`src/corr_cfg.svh`:
```
// Correlator build constants
`ifndef CORR_CFG_SVH
`define CORR_CFG_SVH

// ----------------------------------------------------------------------
// Array size and counter width.
// ----------------------------------------------------------------------
`define CORR_NUM_INPUTS   4
`define CORR_NUM_PAIRS    6
`define CORR_RESOLUTION   16

// ----------------------------------------------------------------------
// Serial link and timing.
// ----------------------------------------------------------------------
// Clocks per UART bit.
`define CORR_CLKS_PER_BIT 16
// Clocks per window code step, a power of two.
`define CORR_WINDOW_UNIT  4096
// First byte of every frame.
`define CORR_SYNC_BYTE    8'hA5

// Test oscillator.
`define CORR_PWM_DIVIDER  2
`define CORR_PWM_STEP     48

`endif
```
`src/corr_pkg.sv`:
```
// Correlator shared types
`include "corr_cfg.svh"

package corr_pkg;

	// One bit per detector line.
	typedef logic [`CORR_NUM_INPUTS-1:0] line_mask_t;

	// One bit per line pair, (0,1) first and (2,3) last.
	typedef logic [`CORR_NUM_PAIRS-1:0] pair_mask_t;

	// Saturating counter value.
	typedef logic [`CORR_RESOLUTION-1:0] count_t;

	// Serial byte.
	typedef logic [7:0] uart_byte_t;

	// Window length code.
	// Window is (code + 1) units long.
	typedef logic [3:0] win_code_t;

	// Command decoder states.
	typedef enum logic {
		IDLE,
		APPLY
	} cmd_state_t;

endpackage

```
`src/correlator.sv`:
```
// Correlator top level
`timescale 1ns/1ps
`include "corr_cfg.svh"

module correlator (
	input  logic                 clki,
	input  logic                 arst_n,
	input  logic                 rx,
	output logic                 tx,
	input  corr_pkg::line_mask_t pulse_in,
	output corr_pkg::line_mask_t pulse_out,
	output logic                 integration_clk_pulse,
	output corr_pkg::line_mask_t active_line
);

	corr_pkg::uart_byte_t rx_byte;
	logic                 rx_valid;
	corr_pkg::line_mask_t polarity;
	corr_pkg::win_code_t  win_code;
	logic                 integrate_en;
	logic                 osc_en;
	corr_pkg::line_mask_t in_line;
	logic                 integrating;
	corr_pkg::line_mask_t overflow;
	logic                 snap_valid;
	logic [`CORR_NUM_INPUTS*`CORR_RESOLUTION-1:0] snap_line;
	logic [`CORR_NUM_PAIRS*`CORR_RESOLUTION-1:0]  snap_pair;
	corr_pkg::line_mask_t snap_overflow;
	corr_pkg::uart_byte_t tx_data;
	logic                 tx_start;
	logic                 tx_busy;
	corr_pkg::line_mask_t pwm_out;

	// ----------------------------------------------------------------------
	// Line conditioning.
	// ----------------------------------------------------------------------
	// Polarity 1 passes the line, 0 inverts it.
	assign in_line     = pulse_in ~^ polarity;
	assign active_line = in_line;
	// Saturated lines mute their test pulse.
	assign pulse_out   = pwm_out & ~overflow;

	uart_rx uart_rx_i (
		.clki(clki), .arst_n(arst_n), .rx(rx), .rx_byte(rx_byte), .rx_valid(rx_valid)
	);

	cmd_decoder cmd_decoder_i (
		.clki(clki), .arst_n(arst_n), .rx_byte(rx_byte), .rx_valid(rx_valid),
		.polarity(polarity), .win_code(win_code), .integrate_en(integrate_en), .osc_en(osc_en)
	);

	coincidence_integrator integrator_i (
		.clki(clki), .arst_n(arst_n), .in_line(in_line), .win_code(win_code),
		.integrate_en(integrate_en), .integrating(integrating),
		.integration_clk_pulse(integration_clk_pulse), .overflow(overflow),
		.snap_valid(snap_valid), .snap_line(snap_line), .snap_pair(snap_pair),
		.snap_overflow(snap_overflow)
	);

	frame_sender frame_sender_i (
		.clki(clki), .arst_n(arst_n), .snap_valid(snap_valid), .snap_line(snap_line),
		.snap_pair(snap_pair), .snap_overflow(snap_overflow), .tx_busy(tx_busy),
		.tx_data(tx_data), .tx_start(tx_start)
	);

	uart_tx uart_tx_i (
		.clki(clki), .arst_n(arst_n), .tx_data(tx_data), .tx_start(tx_start),
		.tx(tx), .tx_busy(tx_busy)
	);

	// Oscillator only runs inside a window.
	pwm_osc pwm_osc_i (
		.clki(clki), .arst_n(arst_n), .run(integrating & osc_en), .pwm_out(pwm_out)
	);

endmodule

```
`src/pwm_osc.sv`:
```
// PWM test pulse generator
`timescale 1ns/1ps
`include "corr_cfg.svh"

module pwm_osc (
	input  logic                 clki,
	input  logic                 arst_n,
	input  logic                 run,
	output corr_pkg::line_mask_t pwm_out
);

	localparam int PHASE_W = 8;
	localparam int DIV_W   = $clog2(`CORR_PWM_DIVIDER + 1);
	localparam logic [DIV_W-1:0] DIV_LAST = DIV_W'(`CORR_PWM_DIVIDER - 1);

	logic [DIV_W-1:0]   div_cnt;
	logic [PHASE_W-1:0] phase;

	// Phase ramp, held at zero while stopped.
	always_ff @(posedge clki or negedge arst_n) begin
		if (!arst_n) begin
			div_cnt <= '0;
			phase   <= '0;
		end else if (!run) begin
			div_cnt <= '0;
			phase   <= '0;
		end else if (div_cnt == DIV_LAST) begin
			div_cnt <= '0;
			phase   <= phase + 1'b1;
		end else begin
			div_cnt <= div_cnt + 1'b1;
		end
	end

	// Channel i duty grows by one step per channel.
	for (genvar i = 0; i < `CORR_NUM_INPUTS; i++) begin : g_chan
		localparam logic [PHASE_W:0] THR = (PHASE_W + 1)'((i + 1) * `CORR_PWM_STEP);
		assign pwm_out[i] = run & ({1'b0, phase} < THR);
	end

endmodule

```
`src/frame_sender.sv`:
```
// Snapshot frame serializer
`timescale 1ns/1ps
`include "corr_cfg.svh"

module frame_sender (
	input  logic                                         clki,
	input  logic                                         arst_n,
	input  logic                                         snap_valid,
	input  logic [`CORR_NUM_INPUTS*`CORR_RESOLUTION-1:0] snap_line,
	input  logic [`CORR_NUM_PAIRS*`CORR_RESOLUTION-1:0]  snap_pair,
	input  corr_pkg::line_mask_t                         snap_overflow,
	input  logic                                         tx_busy,
	output corr_pkg::uart_byte_t                         tx_data,
	output logic                                         tx_start
);

	localparam int NI          = `CORR_NUM_INPUTS;
	localparam int NP          = `CORR_NUM_PAIRS;
	localparam int RES         = `CORR_RESOLUTION;
	// Sync byte, counts, overflow byte.
	localparam int FRAME_BYTES = 2 + (RES / 8) * (NI + NP);
	localparam int FRAME_W     = FRAME_BYTES * 8;
	localparam int IDX_W       = $clog2(FRAME_BYTES);
	localparam int LINE_TOP    = FRAME_W - 8;
	localparam int PAIR_TOP    = LINE_TOP - NI * RES;

	logic [FRAME_W-1:0] frame;
	logic [FRAME_W-1:0] frame_buf;
	logic               active;
	logic [IDX_W-1:0]   byte_idx;
	logic               load;
	logic               issue;

	// Snapshot only taken between frames.
	assign load = ~active & snap_valid;
	// One byte per idle transmitter.
	assign issue = active & ~tx_busy & ~tx_start;

	// Frame image, first byte in the top bits.
	// Counts go MSB first.
	always_comb begin
		frame                  = '0;
		frame[FRAME_W-1 -: 8]  = `CORR_SYNC_BYTE;
		for (int i = 0; i < NI; i++) begin
			frame[LINE_TOP - (i + 1) * RES +: RES] = snap_line[i*RES +: RES];
		end
		for (int k = 0; k < NP; k++) begin
			frame[PAIR_TOP - (k + 1) * RES +: RES] = snap_pair[k*RES +: RES];
		end
		frame[NI-1:0] = snap_overflow;
	end

	// ----------------------------------------------------------------------
	// Byte walk.
	// ----------------------------------------------------------------------
	always_ff @(posedge clki or negedge arst_n) begin
		if (!arst_n) begin
			active   <= 1'b0;
			byte_idx <= '0;
			tx_start <= 1'b0;
		end else begin
			tx_start <= 1'b0;
			if (load) begin
				active   <= 1'b1;
				byte_idx <= '0;
			end else if (issue) begin
				tx_start <= 1'b1;
				byte_idx <= byte_idx + 1'b1;
				// Last byte handed over.
				if (byte_idx == IDX_W'(FRAME_BYTES - 1)) begin
					active <= 1'b0;
				end
			end
		end
	end

	// Frame buffer shifts one byte per issue.
	always_ff @(posedge clki) begin
		if (load) begin
			frame_buf <= frame;
		end else if (issue) begin
			tx_data   <= frame_buf[FRAME_W-1 -: 8];
			frame_buf <= frame_buf << 8;
		end
	end

endmodule

```
`src/coincidence_integrator.sv`:
```
// Zero-lag coincidence integrator
`timescale 1ns/1ps
`include "corr_cfg.svh"

module coincidence_integrator (
	input  logic                                           clki,
	input  logic                                           arst_n,
	input  corr_pkg::line_mask_t                           in_line,
	input  corr_pkg::win_code_t                            win_code,
	input  logic                                           integrate_en,
	output logic                                           integrating,
	output logic                                           integration_clk_pulse,
	output corr_pkg::line_mask_t                           overflow,
	output logic                                           snap_valid,
	output logic [`CORR_NUM_INPUTS*`CORR_RESOLUTION-1:0]   snap_line,
	output logic [`CORR_NUM_PAIRS*`CORR_RESOLUTION-1:0]    snap_pair,
	output corr_pkg::line_mask_t                           snap_overflow
);

	localparam int NI      = `CORR_NUM_INPUTS;
	localparam int NP      = `CORR_NUM_PAIRS;
	localparam int RES     = `CORR_RESOLUTION;
	localparam int UNIT_W  = $clog2(`CORR_WINDOW_UNIT);
	localparam int TIMER_W = $bits(corr_pkg::win_code_t) + UNIT_W;

	logic [TIMER_W-1:0]   timer;
	logic [TIMER_W-1:0]   reload;
	corr_pkg::pair_mask_t pair_hit;
	corr_pkg::count_t     line_cnt [NI];
	corr_pkg::count_t     line_nxt [NI];
	corr_pkg::count_t     pair_cnt [NP];
	corr_pkg::count_t     pair_nxt [NP];
	corr_pkg::line_mask_t ovf_nxt;

	// (code + 1) * unit - 1, unit being a power of two.
	assign reload = {win_code, {UNIT_W{1'b1}}};

	// Last cycle of the window.
	assign integration_clk_pulse = integrating & (timer == '0);

	// ----------------------------------------------------------------------
	// Pair products, (0,1),(0,2),(0,3),(1,2),(1,3),(2,3).
	// ----------------------------------------------------------------------
	for (genvar a = 0; a < NI; a++) begin : g_row
		for (genvar b = a + 1; b < NI; b++) begin : g_col
			localparam int K = a * (2 * NI - a - 1) / 2 + b - a - 1;
			assign pair_hit[K] = in_line[a] & in_line[b];
		end
	end

	// Saturating increments.
	// A counter that reaches all ones raises its line flag.
	always_comb begin
		for (int i = 0; i < NI; i++) begin
			line_nxt[i] = line_cnt[i];
			if (in_line[i] && line_cnt[i] != '1) begin
				line_nxt[i] = line_cnt[i] + 1'b1;
			end
			ovf_nxt[i] = overflow[i] | (line_nxt[i] == '1);
		end
		for (int k = 0; k < NP; k++) begin
			pair_nxt[k] = pair_cnt[k];
			if (pair_hit[k] && pair_cnt[k] != '1) begin
				pair_nxt[k] = pair_cnt[k] + 1'b1;
			end
		end
	end

	// ----------------------------------------------------------------------
	// Window timer and live counters.
	// ----------------------------------------------------------------------
	always_ff @(posedge clki or negedge arst_n) begin
		if (!arst_n) begin
			integrating <= 1'b0;
			snap_valid  <= 1'b0;
			timer       <= '0;
			overflow    <= '0;
			for (int i = 0; i < NI; i++) line_cnt[i] <= '0;
			for (int k = 0; k < NP; k++) pair_cnt[k] <= '0;
		end else begin
			integrating <= integrate_en;
			snap_valid  <= integration_clk_pulse;
			if (!integrating || integration_clk_pulse) begin
				// Idle or window end, so the next window starts clean.
				timer    <= reload;
				overflow <= '0;
				for (int i = 0; i < NI; i++) line_cnt[i] <= '0;
				for (int k = 0; k < NP; k++) pair_cnt[k] <= '0;
			end else begin
				timer    <= timer - 1'b1;
				overflow <= ovf_nxt;
				for (int i = 0; i < NI; i++) line_cnt[i] <= line_nxt[i];
				for (int k = 0; k < NP; k++) pair_cnt[k] <= pair_nxt[k];
			end
		end
	end

	// Snapshot includes the final cycle's hits.
	always_ff @(posedge clki) begin
		if (integration_clk_pulse) begin
			snap_overflow <= ovf_nxt;
			for (int i = 0; i < NI; i++) snap_line[i*RES +: RES] <= line_nxt[i];
			for (int k = 0; k < NP; k++) snap_pair[k*RES +: RES] <= pair_nxt[k];
		end
	end

endmodule

```
`src/cmd_decoder.sv`:
```
// Command decoder
`timescale 1ns/1ps
`include "corr_cfg.svh"

module cmd_decoder (
	input  logic                 clki,
	input  logic                 arst_n,
	input  corr_pkg::uart_byte_t rx_byte,
	input  logic                 rx_valid,
	output corr_pkg::line_mask_t polarity,
	output corr_pkg::win_code_t  win_code,
	output logic                 integrate_en,
	output logic                 osc_en
);

	// Opcodes in the high nibble.
	localparam logic [3:0] OP_POLARITY = 4'h1;
	localparam logic [3:0] OP_WINDOW   = 4'h2;
	localparam logic [3:0] OP_ENABLE   = 4'h3;

	corr_pkg::cmd_state_t state;
	corr_pkg::uart_byte_t cmd_q;

	always_ff @(posedge clki or negedge arst_n) begin
		if (!arst_n) begin
			state        <= corr_pkg::IDLE;
			cmd_q        <= '0;
			polarity     <= '1;
			win_code     <= '0;
			integrate_en <= 1'b0;
			osc_en       <= 1'b0;
		end else begin
			case (state)
				corr_pkg::IDLE: begin
					// Capture.
					if (rx_valid) begin
						cmd_q <= rx_byte;
						state <= corr_pkg::APPLY;
					end
				end
				corr_pkg::APPLY: begin
					// Low nibble carries the data.
					case (cmd_q[7:4])
						OP_POLARITY: polarity <= corr_pkg::line_mask_t'(cmd_q[3:0]);
						OP_WINDOW:   win_code <= corr_pkg::win_code_t'(cmd_q[3:0]);
						OP_ENABLE: begin
							integrate_en <= cmd_q[0];
							osc_en       <= cmd_q[1];
						end
						// Unknown opcode, no change.
						default: ;
					endcase
					state <= corr_pkg::IDLE;
				end
				default: state <= corr_pkg::IDLE;
			endcase
		end
	end

endmodule

```
`src/uart_tx.sv`:
```
// UART transmitter, 8N1
`timescale 1ns/1ps
`include "corr_cfg.svh"

module uart_tx (
	input  logic                 clki,
	input  logic                 arst_n,
	input  corr_pkg::uart_byte_t tx_data,
	input  logic                 tx_start,
	output logic                 tx,
	output logic                 tx_busy
);

	localparam int CNT_W = $clog2(`CORR_CLKS_PER_BIT);
	localparam logic [CNT_W-1:0] FULL_BIT = CNT_W'(`CORR_CLKS_PER_BIT - 1);

	logic             busy_q;
	logic             tx_q;
	logic [8:0]       shreg;
	logic [CNT_W-1:0] baud_cnt;
	logic [3:0]       bits_left;

	assign tx = tx_q;
	// Busy already in the start cycle.
	assign tx_busy = busy_q | tx_start;

	always_ff @(posedge clki or negedge arst_n) begin
		if (!arst_n) begin
			busy_q    <= 1'b0;
			tx_q      <= 1'b1;
			shreg     <= '1;
			baud_cnt  <= '0;
			bits_left <= '0;
		end else if (!busy_q) begin
			if (tx_start) begin
				// Start bit goes out now.
				// Data and stop bit wait in the shifter.
				busy_q    <= 1'b1;
				tx_q      <= 1'b0;
				shreg     <= {1'b1, tx_data};
				baud_cnt  <= FULL_BIT;
				bits_left <= 4'd9;
			end
		end else if (baud_cnt != '0) begin
			baud_cnt <= baud_cnt - 1'b1;
		end else if (bits_left == '0) begin
			// End of stop bit.
			busy_q <= 1'b0;
		end else begin
			tx_q      <= shreg[0];
			shreg     <= {1'b1, shreg[8:1]};
			bits_left <= bits_left - 1'b1;
			baud_cnt  <= FULL_BIT;
		end
	end

endmodule

```
`src/uart_rx.sv`:
```
// UART receiver, 8N1
`timescale 1ns/1ps
`include "corr_cfg.svh"

module uart_rx (
	input  logic                 clki,
	input  logic                 arst_n,
	input  logic                 rx,
	output corr_pkg::uart_byte_t rx_byte,
	output logic                 rx_valid
);

	localparam int CNT_W = $clog2(`CORR_CLKS_PER_BIT);
	localparam logic [CNT_W-1:0] HALF_BIT = CNT_W'(`CORR_CLKS_PER_BIT / 2 - 1);
	localparam logic [CNT_W-1:0] FULL_BIT = CNT_W'(`CORR_CLKS_PER_BIT - 1);
	// Bit index of the stop bit, start bit is index 0.
	localparam logic [3:0] STOP_IDX = 4'd9;

	logic [1:0]           rx_sync;
	logic                 rx_s;
	logic                 busy;
	logic [CNT_W-1:0]     baud_cnt;
	logic [3:0]           bit_idx;
	corr_pkg::uart_byte_t shreg;

	// Synchronized line.
	assign rx_s    = rx_sync[1];
	assign rx_byte = shreg;

	always_ff @(posedge clki or negedge arst_n) begin
		if (!arst_n) begin
			rx_sync  <= 2'b11;
			busy     <= 1'b0;
			baud_cnt <= '0;
			bit_idx  <= '0;
			shreg    <= '0;
			rx_valid <= 1'b0;
		end else begin
			rx_sync  <= {rx_sync[0], rx};
			rx_valid <= 1'b0;
			if (!busy) begin
				// Falling edge opens a frame.
				// First sample lands mid start bit.
				if (!rx_s) begin
					busy     <= 1'b1;
					baud_cnt <= HALF_BIT;
					bit_idx  <= '0;
				end
			end else if (baud_cnt != '0) begin
				baud_cnt <= baud_cnt - 1'b1;
			end else begin
				baud_cnt <= FULL_BIT;
				bit_idx  <= bit_idx + 1'b1;
				if (bit_idx == '0) begin
					// Start bit gone high again, so it was a glitch.
					if (rx_s) begin
						busy <= 1'b0;
					end
				end else if (bit_idx == STOP_IDX) begin
					// Bad stop bit drops the byte.
					busy     <= 1'b0;
					rx_valid <= rx_s;
				end else begin
					// Data bits, LSB first.
					shreg <= {rx_s, shreg[7:1]};
				end
			end
		end
	end

endmodule

```
`config.mk`:
```
export PLATFORM = sky130hd
export DESIGN_NAME = correlator
export DESIGN_NICKNAME = d
export VERILOG_FILES = /design/src/corr_pkg.sv /design/src/correlator.sv /design/src/pwm_osc.sv /design/src/frame_sender.sv /design/src/coincidence_integrator.sv /design/src/cmd_decoder.sv /design/src/uart_tx.sv /design/src/uart_rx.sv
export VERILOG_INCLUDE_DIRS = /design/src /design/src/src
export SDC_FILE = /design/constraint.sdc
export NUM_CORES = 1
export LEC_CHECK = 0
export BUFFER_PORTS_ARGS = -buffer_cell sky130_fd_sc_hd__buf_2
export CAP_MARGIN = 10
export CORE_MARGIN = 10
export CORE_UTILIZATION = 40
export CTS_BUF_LIST = sky130_fd_sc_hd__clkbuf_16
export DETAILED_ROUTE_END_ITERATION = 10
export PLACE_DENSITY = 0.52
export SLEW_MARGIN = 25
export SYNTH_ARGS = -nofsm -noshare
export SYNTH_HDL_FRONTEND = slang
export SYNTH_SLANG_ARGS = --single-unit
```
`constraint.sdc`:
```
create_clock -name clki -period 17.3 [get_ports clki]
set_clock_uncertainty 0.2 [all_clocks]
set_input_delay 1.73 -clock clki [delete_from_list [all_inputs] [get_ports clki]]
set_output_delay 1.73 -clock clki [all_outputs]
set_load 0.1 [all_outputs]
```
==> impl_metrics.ini, run 1 <==
[outcome]
outcome = finished clean

[floorplanning]
rows = 92
dieArea_sq_mm = 0.0742
core_sq_mm = 0.0631
die_height_um = 272
die_w_um = 272
pin_count = 17
start_util = 0.404

[detailed_routing]
detail_route.first_pass.iterations = 5
via_per_inst = 4.99
wire_per_inst_um = 16.5
vias = 15600
ant_nets = 0
drc_errors = 0
routed_wl_um = 51700
drt_iter0_drc = 1145

[sta]
fmax_ghz = 0.156
fin_tns_setup_ns = 0
finalCritPeriodShare = 0.372
slew_violations = 0
tightestPinTransition_ns = 1.04
hold_violations = 0
whs_ns = 0.156
timing.final.crit_period_ns = 6.43
relSlewSlack = 0.307
setup_viol = 0
rsz0062_at_grt = no

[synthesis]
synth_nets = 2229
ys_warn_count = 0
synthCells = 2202
synth_edf_count = 336
ys_types = 70
syn-cell-area_sq_mm = 0.0255
syn_area_per_cell_sq_um = 11.6
synth_top_area_cell = edfxtp_1
ys_ff_latch = 600
yosys.area.top_type_share = 0.396
synth_top_flop_cell = edfxtp_1
synth_seq_area_share = 0.655
synth-async-reset-ratio = 0.427
synthTopCellsByArea = edfxtp_1, dfrtp_1, nand2_1, and2_1, xnor2_1

[finish]
areaGrowthSynthToFinish_pct = 12.4
nNetsFinal = 2253
n_fill_cell = 5914
mostFrequentLayoutCells = nand2_1, edfxtp_1, dfrtp_1
drive_above_1_share = 0.0938
final_common_cell = nand2_1
antenna_cells = 0

[clocking]
cts_tree = built
root_buffer = clkbuf_16
path_clk_slew_ns = 0.06
cts_made_buffers = 68
cts.sinks = 600
cts_setup_buffers = 0
cts-htree-levels = 3
cts_resized = 0
worstSkewPairLatency_ns = 0.60
clockBufferDepth = 3
holdBufCountCts = 0

[job]
maxCapViolCount = 0

[pwr]
ir_worst_vdd_mv = 0.0743
p_int_mw = 2.35
p_per_area_mw_per_mm2 = 104
clockPowerShare = 0.469
p_sw_frac = 0.210
p_leak_nw = 11.7
power_frac_seq = 0.511
combPwrFrac = 0.020
switchingPower_mw = 0.623

[worst_setup_path]
criticalPathCategory = reg2out
cp_max_fo = 41
cpLargestDelayFamily = simple AND/OR/NAND/NOR gates
cp.required_ns = 15.37
crit_path_end_kind = output pin
worst_setup_path_start_kind = flip-flop
crit_chain = inv_1 > ha_1 > or3b_4 > or4_4 > nor4_4 > nand3b_2 > nor2_4 > buf_4 > buf_2
worst_path_max_delay_cell = nor2_4
arrival_ns = 4.50
cp_num_buf_inv = 3
critPathMaxStageDelay_ns = 0.74

[placed_design]
numPortBuffers = 16
place_congestion = 0.821
place_hpwl_um = 31300

[min_path]
hold_class = reg2reg

[global_routing]
grt_first_pass_wirelength_um = 86200
grt_start_max_net_pins = 162
grt-ovfl-total = 0
grt_pass1_vias = 16100
gr-usage-all-layers = 0.143
antenna_found_initial = 0
==> cell type report <==
cell class                 count  area, sq um  area share
clock buffer                  71         1780      0.0620
clock inverter                55          397      0.0138
inverter                      54          203     0.00708
multi-input combinational   1470         8320       0.290
sequential                   600        16700       0.582
tap                          846         1060      0.0369
timing repair buffer          32          223     0.00777
==> through the flow <==
step                      instances  utilization  instance area (sq um)  worst slack [ns]  total power [mW]
after floorplan                2202            -                  25500              5.16              1.58
after global placement         3002        0.420                  26500             11.46              1.61
after detailed placement       3002        0.420                  26500             11.41              1.61
after CTS                      3128        0.454                  28600             10.74              3.02
after global routing           3128        0.454                  28600             10.57              3.09
final                          3128        0.454                  28600             10.87              2.97
==> per-layer routing <==
metal	track usage	share of wire
met2	0.237	0.48
met5	0	0
met1	0.188	0.46
met3	0.0257	0.032
met4	0.0453	0.025
==> synth_stat cells (3+ instances only) <==
library cell	instances
nand2_1	601
edfxtp_1	336
dfrtp_1	241
and2_1	126
nor2_1	106
xnor2_1	84
nand3_1	70
and3_1	67
clkbuf_1	67
xor2_1	67
inv_1	51
nand4_1	49
mux2_2	45
o21ai_0	38
nor3_1	30
ha_1	20
and4_1	18
a21oi_1	17
dfstp_2	15
mux2i_1	14
nor4_1	13
nor2b_1	11
dfxtp_1	8
nand2b_1	8
or3_1	6
buf_1	5
o21a_1	5
o31ai_1	5
a211oi_1	4
a31oi_1	4
buf_2	4
nor3b_1	4
a2111oi_0	3
a22oi_1	3
inv_2	3
nand4_2	3
nand4b_1	3
nor4_2	3
o211ai_1	3
o311a_1	3
==> kinds of logic after synthesis <==
kind of cell               after synthesis  share of synthesized area
buffers and inverters                  132                     0.0202
muxes                                   59                     0.0254
DFF                                    600                      0.655
adders and majority gates               20                    0.00982
and+or+nand+nor                       1132                      0.209
AOI/OAI and AO/OA                      107                     0.0284
xor gates and xnor gates               152                     0.0525
==> path summary, 6_finish.rpt <==
| path | start | endpoint | slack, ns | cells past startpoint |
|---|---|---|---|---|
| max reg2reg | integrator_i.timer[0] | integrator_i.snap_pair[47] | 12.57 | 9 |
| min in group asynchronous | arst_n | integrator_i.pair_cnt[76] | 0.98 | 1 |
| max in group asynchronous | arst_n | integrator_i.pair_cnt[32] | 14.43 | 2 |
| min reg2reg | uart_rx_i.rx_sync[0] | uart_rx_i.rx_sync[1] | 0.16 | 0 |
| min | uart_rx_i.rx_sync[0] | uart_rx_i.rx_sync[1] | 0.16 | 0 |
| max | integrator_i.timer[0] | integration_clk_pulse | 10.87 | 9 |
==> sequential cells by signal, indices dropped and copies added (netlist names), 2 cells and up <==
register	flops
uart_rx_i.rx_sync	2
frame_sender_i.frame_buf	172
frame_sender_i.tx_data	8
integrator_i.line_cnt	64
pwm_osc_i.div_cnt	2
uart_rx_i.baud_cnt	4
integrator_i.snap_pair	96
uart_rx_i.bit_idx	4
uart_tx_i.bits_left	4
frame_sender_i.byte_idx	5
uart_tx_i.shreg	8
integrator_i.snap_line	64
uart_tx_i.baud_cnt	4
cmd_decoder_i.polarity	4
integrator_i.overflow	4
integrator_i.snap_overflow	4
pwm_osc_i.phase	8
cmd_decoder_i.win_code	4
cmd_decoder_i.cmd_q	8
integrator_i.timer	16
integrator_i.pair_cnt	96
uart_rx_i.rx_byte	8
==> power by group through the flow <==
| stage | Clock, mW | Sequential [mW] | Combinational [mW] |
|---|---|---|---|
| after floorplan | 0 | 1.55 | 0.0369 |
| after global placement | 0 | 1.55 | 0.0583 |
| after detailed placement | 0 | 1.55 | 0.0602 |
| after CTS | 1.44 | 1.52 | 0.0601 |
| after global routing | 1.50 | 1.52 | 0.0672 |
| final | 1.39 | 1.52 | 0.0582 |
(Power assumes the default switching activity.)
==> inputs of run 2 (changes only) <==
clock period = 6.4 ns   (was 17.3 ns; I/O delays follow)
==> run 2 against run 1 <==
Compared with the run above:
- first-iteration DRC count shrank 24%
- count of clock-buffer cells in the layout did not move
- utilization decreased by 0.13 points
- setup slack got worse by 9.3 ns
- clock power grew to 2.6 times the previous value
- sequential power rose to 2.7 times the previous value
- die area unchanged
- via count is 0.26% higher
- global-route usage fell by 0.27 points
- cell area down 0.28%
- non-clock buffer count is the same
- hold slack worse by 0.0019 ns
- largest power group unchanged
==> impl_metrics.ini, run 2 (synthesis results as in run 1) <==
[worst_setup_path]
cp.required_ns = 5.56
crit_path_end_kind = output pin
arrival_ns = 3.96
worst_path_max_delay_cell = nand3b_2
cp_max_fo = 28
worst_setup_path_start_kind = flip-flop
criticalPathCategory = reg2out
critPathMaxStageDelay_ns = 0.72
r2r_slack_ns = 2.01
crit_chain = inv_1 > ha_1 > or3b_4 > or4_4 > nor4_4 > nand3b_2 > nor2_4 > buf_2
cpLargestDelayFamily = simple AND/OR/NAND/NOR gates
cp_num_buf_inv = 2

[sta]
setup_viol = 0
timing.final.crit_period_ns = 4.80
slew_violations = 0
hold_violations = 0
fmax_ghz = 0.208
tightestPinTransition_ns = 1.02
rsz0062_at_grt = no
relSlewSlack = 0.318
fin_tns_setup_ns = 0
finalCritPeriodShare = 0.751

[detailed_routing]
wire_per_inst_um = 16.5
vias = 15600
ant_nets = 0
via_per_inst = 5.01
drc_errors = 0
routed_wl_um = 51600
drt_iter0_drc = 871
detail_route.first_pass.iterations = 5

[finish]
areaGrowthSynthToFinish_pct = 12.1
largest_reg_flops = 172
regMostFlops = frame_sender_i.frame_buf
drive_above_1_share = 0.0874
final_common_cell = nand2_1
nNetsFinal = 2252
largestRegisters = frame_sender_i.frame_buf (172), integrator_i.pair_cnt (96), integrator_i.snap_pair (96)
mostFrequentLayoutCells = nand2_1, edfxtp_1, dfrtp_1
antenna_cells = 0

[clocking]
cts_setup_buffers = 0
holdBufCountCts = 2
worstSkewPairLatency_ns = 0.59
cts-htree-levels = 3
cts_resized = 0
cts_made_buffers = 67
clockBufferDepth = 3
cts_tree = built
root_buffer = clkbuf_16
path_clk_slew_ns = 0.06
cts.sinks = 600

[floorplanning]
core_sq_mm = 0.0631
pin_count = 17
start_util = 0.404
die_w_um = 272
die_height_um = 272
dieArea_sq_mm = 0.0742
rows = 92

[outcome]
outcome = finished clean

[job]
maxCapViolCount = 0

[pwr]
p_leak_nw = 11.7
ir_worst_vdd_mv = 0.242
p_per_area_mw_per_mm2 = 275
total_power_mw = 7.84

[placed_design]
place_congestion = 0.787
numPortBuffers = 16
place_hpwl_um = 32000

[min_path]
hold_class = reg2reg

[global_routing]
grt-ovfl-total = 0
gr-usage-all-layers = 0.140
antenna_found_initial = 0
grt_pass1_vias = 15700
grt_first_pass_wirelength_um = 84700
grt_start_max_net_pins = 156
==> run 2: cell count changes in the layout (fill, tap and decap cells not counted) <==
| cell | previous run | this run |
|---|---|---|
| inv_1 | 66 | 73 |
| clkinv_2 | 11 | 5 |
| buf_4 | 15 | 10 |
| inv_6 | 4 | 0 |
| buf_12 | 1 | 4 |
| bufinv_16 | 5 | 2 |
| clkinv_1 | 15 | 17 |
| dlygate4sd3_1 | 0 | 2 |
| inv_2 | 4 | 3 |
| nand2_1 | 600 | 599 |
| nand2_2 | 0 | 1 |
==> run 2: per-layer routing <==
metal | part of all wire | routed length, um | global-route usage | vias to the layer above
met4 | 0.027 | 1390 | 0.0421 | 0
li1 | - | - | - | 7608
met3 | 0.040 | 2050 | 0.0262 | 93
met2 | 0.46 | 24000 | 0.228 | 247
met5 | 0 | 0 | 0 | -
met1 | 0.47 | 24200 | 0.188 | 7700
==> run 2: final timing paths <==
path / endpoint / start / depth (start not counted)
max: integration_clk_pulse / integrator_i.timer[0] / 8
min: uart_rx_i.rx_sync[1] / uart_rx_i.rx_sync[0] / 0
max reg2reg: integrator_i.overflow[3] / integrator_i.timer[0] / 10
min reg2reg: uart_rx_i.rx_sync[1] / uart_rx_i.rx_sync[0] / 0
max in group asynchronous: integrator_i.line_cnt[28] / arst_n / 3
min in group asynchronous: integrator_i.pair_cnt[74] / arst_n / 2
==> run 2: per-stage QoR <==
stage	setup slack [ns]	instance area (sq um)	util	hold slack (ns)	cells
floorplan	0.411	25500	-	0.144	2202
finish	1.60	28600	0.453	0.154	3123
global placement	2.01	26500	0.420	0.149	2999
CTS	1.45	28600	0.453	0.159	3123
detailed placement	1.83	26500	0.420	0.155	3000
global route	1.34	28600	0.453	0.160	3123
==> run 2: area by class of cell <==
class,count,area (sq um)
multi-input cells,1470,8320
fillers,5825,34500
repair buffers,32,265
flip-flops and latches,600,16700
well taps,846,1060
clock inverters,50,272
inverters,54,203
clock buffers,71,1780
==> run 2: power by group <==
group	total [mW]	internal (mW)	switching [mW]
Combinational	0.158	0.0554	0.103
Clock	3.57	2.07	1.50
Sequential	4.11	4.08	0.0274
Total	7.84	6.21	1.63
==> run 2: worst reg2reg max path: stages (launching register included) <==
cell and delay (ns):
dfrtp_1 0.41, inv_1 0.07, ha_1 0.17, or3b_4 0.40, or4_4 0.46, nor4_4 0.27
nand3b_2 0.72, and2_4 0.65, buf_4 0.44, and2_4 0.31, a22o_1 0.17
==> inputs of run 3 (changes only) <==
PLACE_DENSITY = 0.54   (was 0.52)
clock period = 4 ns   (was 6.4 ns; I/O delays follow)
==> run 3 against run 2 <==
Compared with the run above:
- register-to-register slack lost 1.5 ns
- setup slack lost 1.4 ns
- flip-flop and latch count is the same
- critical path depth up 1
- combinational power rose by 66%
- global-route usage grew 0.50 points
- first-iteration DRC count grew 20%
- wire length up 2.4%
- critical endpoint unchanged
- highest routed layer unchanged
==> impl_metrics.ini, run 3 (synthesis results as in run 1) <==
[sta]
relSlewSlack = 0.358
slew_violations = 0
whs_ns = 0.153
setup_viol = 0
fin_tns_setup_ns = 0
fmax_ghz = 0.263
tightestPinTransition_ns = 0.963
hold_violations = 0
rsz0062_at_grt = no
timing.final.crit_period_ns = 3.80
finalCritPeriodShare = 0.951

[detailed_routing]
wl_met2_um = 24900
drc_errors = 0
detail_route.first_pass.iterations = 5
wire_per_inst_um = 16.8
routed_wl_um = 52900
via_per_inst = 5.00
dr_wl_met3_um = 1900
vias = 15700
wl_met1_um = 24900
drt_iter0_drc = 1047
ant_nets = 0
top_layer = met4

[global_routing]
grt_pass1_vias = 16100
grt-ovfl-total = 0
grt_first_pass_wirelength_um = 87000
grt_start_max_net_pins = 164
antenna_found_initial = 0
gr-usage-all-layers = 0.145

[worst_setup_path]
crit_chain = inv_1 > ha_2 > or3b_4 > or4_4 > nor4_4 > nand3b_4 > nor2_4 > buf_12 > buf_12
worst_path_max_delay_cell = or4_4
crit_path_end_kind = output pin
worst_setup_path_start_kind = flip-flop
cp_max_fo = 14
arrival_ns = 3.20
critPathMaxStageDelay_ns = 0.46
cpLargestDelayFamily = simple AND/OR/NAND/NOR gates
criticalPathCategory = reg2out
worstReg2RegEnd = integrator_i.pair_cnt[19]
cpMostUsedCell = buf_12
r2r_slack_ns = 0.55
cp_num_buf_inv = 3
rr_worst_depth = 10
cp.required_ns = 3.40
reg2reg_from = integrator_i.timer[0]

[clocking]
cts_made_buffers = 68
path_clk_slew_ns = 0.06
clockBufferDepth = 3
cts_tree = built
cts_resized = 0
cts.sinks = 600
worstSkewPairLatency_ns = 0.61
root_buffer = clkbuf_16
cts-htree-levels = 3

[finish]
nNetsFinal = 2272
antenna_cells = 0
final_cells = 3146
areaGrowthSynthToFinish_pct = 13.4
largest_reg_flops = 172
final_common_cell = nand2_1
largestRegisters = frame_sender_i.frame_buf (172), integrator_i.pair_cnt (96), integrator_i.snap_pair (96)
regMostFlops = frame_sender_i.frame_buf
fin_util = 0.458
mostFrequentLayoutCells = nand2_1, edfxtp_1, dfrtp_1
n_fill_cell = 5852
drive_above_1_share = 0.100

[min_path]
worstHoldStart = uart_rx_i.rx_sync[0]
hold_class = reg2reg
hold_depth = 0
min_to = uart_rx_i.rx_sync[1]

[pwr]
p_leak_nw = 11.9
power_frac_seq = 0.518
combPwrFrac = 0.021
p_int_mw = 10.0
p_sw_frac = 0.212
clockPowerShare = 0.461
switchingPower_mw = 2.69
p_per_area_mw_per_mm2 = 440
ir_worst_vdd_mv = 0.250

[floorplanning]
die_w_um = 272
start_util = 0.404
pin_count = 17
core_sq_mm = 0.0631
die_height_um = 272
rows = 92
dieArea_sq_mm = 0.0742

[outcome]
outcome = finished clean

[job]
maxCapViolCount = 0

[placed_design]
place_congestion = 0.838
dp.cells = 3016
numPortBuffers = 16
place_hpwl_um = 33500
-- run 3: cell types whose count changed in the layout (fill, tap and decap cells not counted), moves of 5 or more --
cell,before,now
clkinv_2,5,10
inv_1,73,66
buf_4,10,22
buf_12,4,11
inv_6,0,5
-- run 3: per-layer routing --
metal | vias to the layer above | GRT usage
li1 | 7642 | -
met5 | - | 0
met1 | 7751 | 0.194
met3 | 85 | 0.0275
met2 | 245 | 0.239
met4 | 0 | 0.0402
-- run 3: worst max path at each step --
stage | cells past startpoint | startpoint | slack, ns | endpoint
global placement | 9 | integrator_i.timer[0] | 0.49 | integrator_i.snap_pair[9]
CTS | 9 | integrator_i.timer[0] | 0.14 | integration_clk_pulse
floorplan | 9 | integrator_i.timer[0] | -1.62 | integrator_i.snap_line[0]
global route | 9 | integrator_i.timer[0] | 0.04 | integration_clk_pulse
finish | 9 | integrator_i.timer[0] | 0.20 | integration_clk_pulse
detailed placement | 9 | integrator_i.timer[0] | 0.46 | integrator_i.snap_pair[34]
-- run 3: worst reg2reg max path, cell delays in order, from the launching register on --
cell and delay, ns:
dfrtp_1 0.40, inv_1 0.08, ha_2 0.18, or3b_4 0.39
or4_4 0.46, nor4_4 0.34, nand3b_4 0.16, buf_4 0.24
and2_4 0.37, buf_4 0.33, and2_1 0.18
-- run 3: stage by stage --
step | setup slack (ns) | cell area, sq um | power (mW)
6_report | 0.196 | 28900 | 12.7
5_1_grt | 0.0430 | 28900 | 13.2
4_1_cts | 0.135 | 28900 | 12.9
3_5_place_dp | 0.460 | 26700 | 6.97
3_3_place_gp | 0.487 | 26700 | 6.95
2_1_floorplan | -1.62 | 25500 | 6.85
-- run 3: power groups by stage --
stage / registers (mW) / clock network, mW / logic (mW)
finish: 6.58 / 5.86 / 0.262
global route: 6.58 / 6.29 / 0.303
CTS: 6.58 / 6.04 / 0.273
detailed placement: 6.70 / 0 / 0.271
global placement: 6.70 / 0 / 0.258
floorplan: 6.69 / 0 / 0.160
-- run 3: cell type report --
type / instances / area [sq um] / area share
tap: 846 / 1060 / 0.0366
sequential: 600 / 16700 / 0.577
multi-input combinational: 1471 / 8350 / 0.289
timing repair buffer: 50 / 490 / 0.0170
inverter: 54 / 203 / 0.00702
clock buffer: 70 / 1750 / 0.0606
clock inverter: 55 / 357 / 0.0123
-- run 3: repair_timing --
action / in CTS / in global routing
setup endpoints to repair: 1 / 0
hold buffers: 2 / 0
setup buffers: 2 / 0
endpoints found under the hold margin: 95 / 0
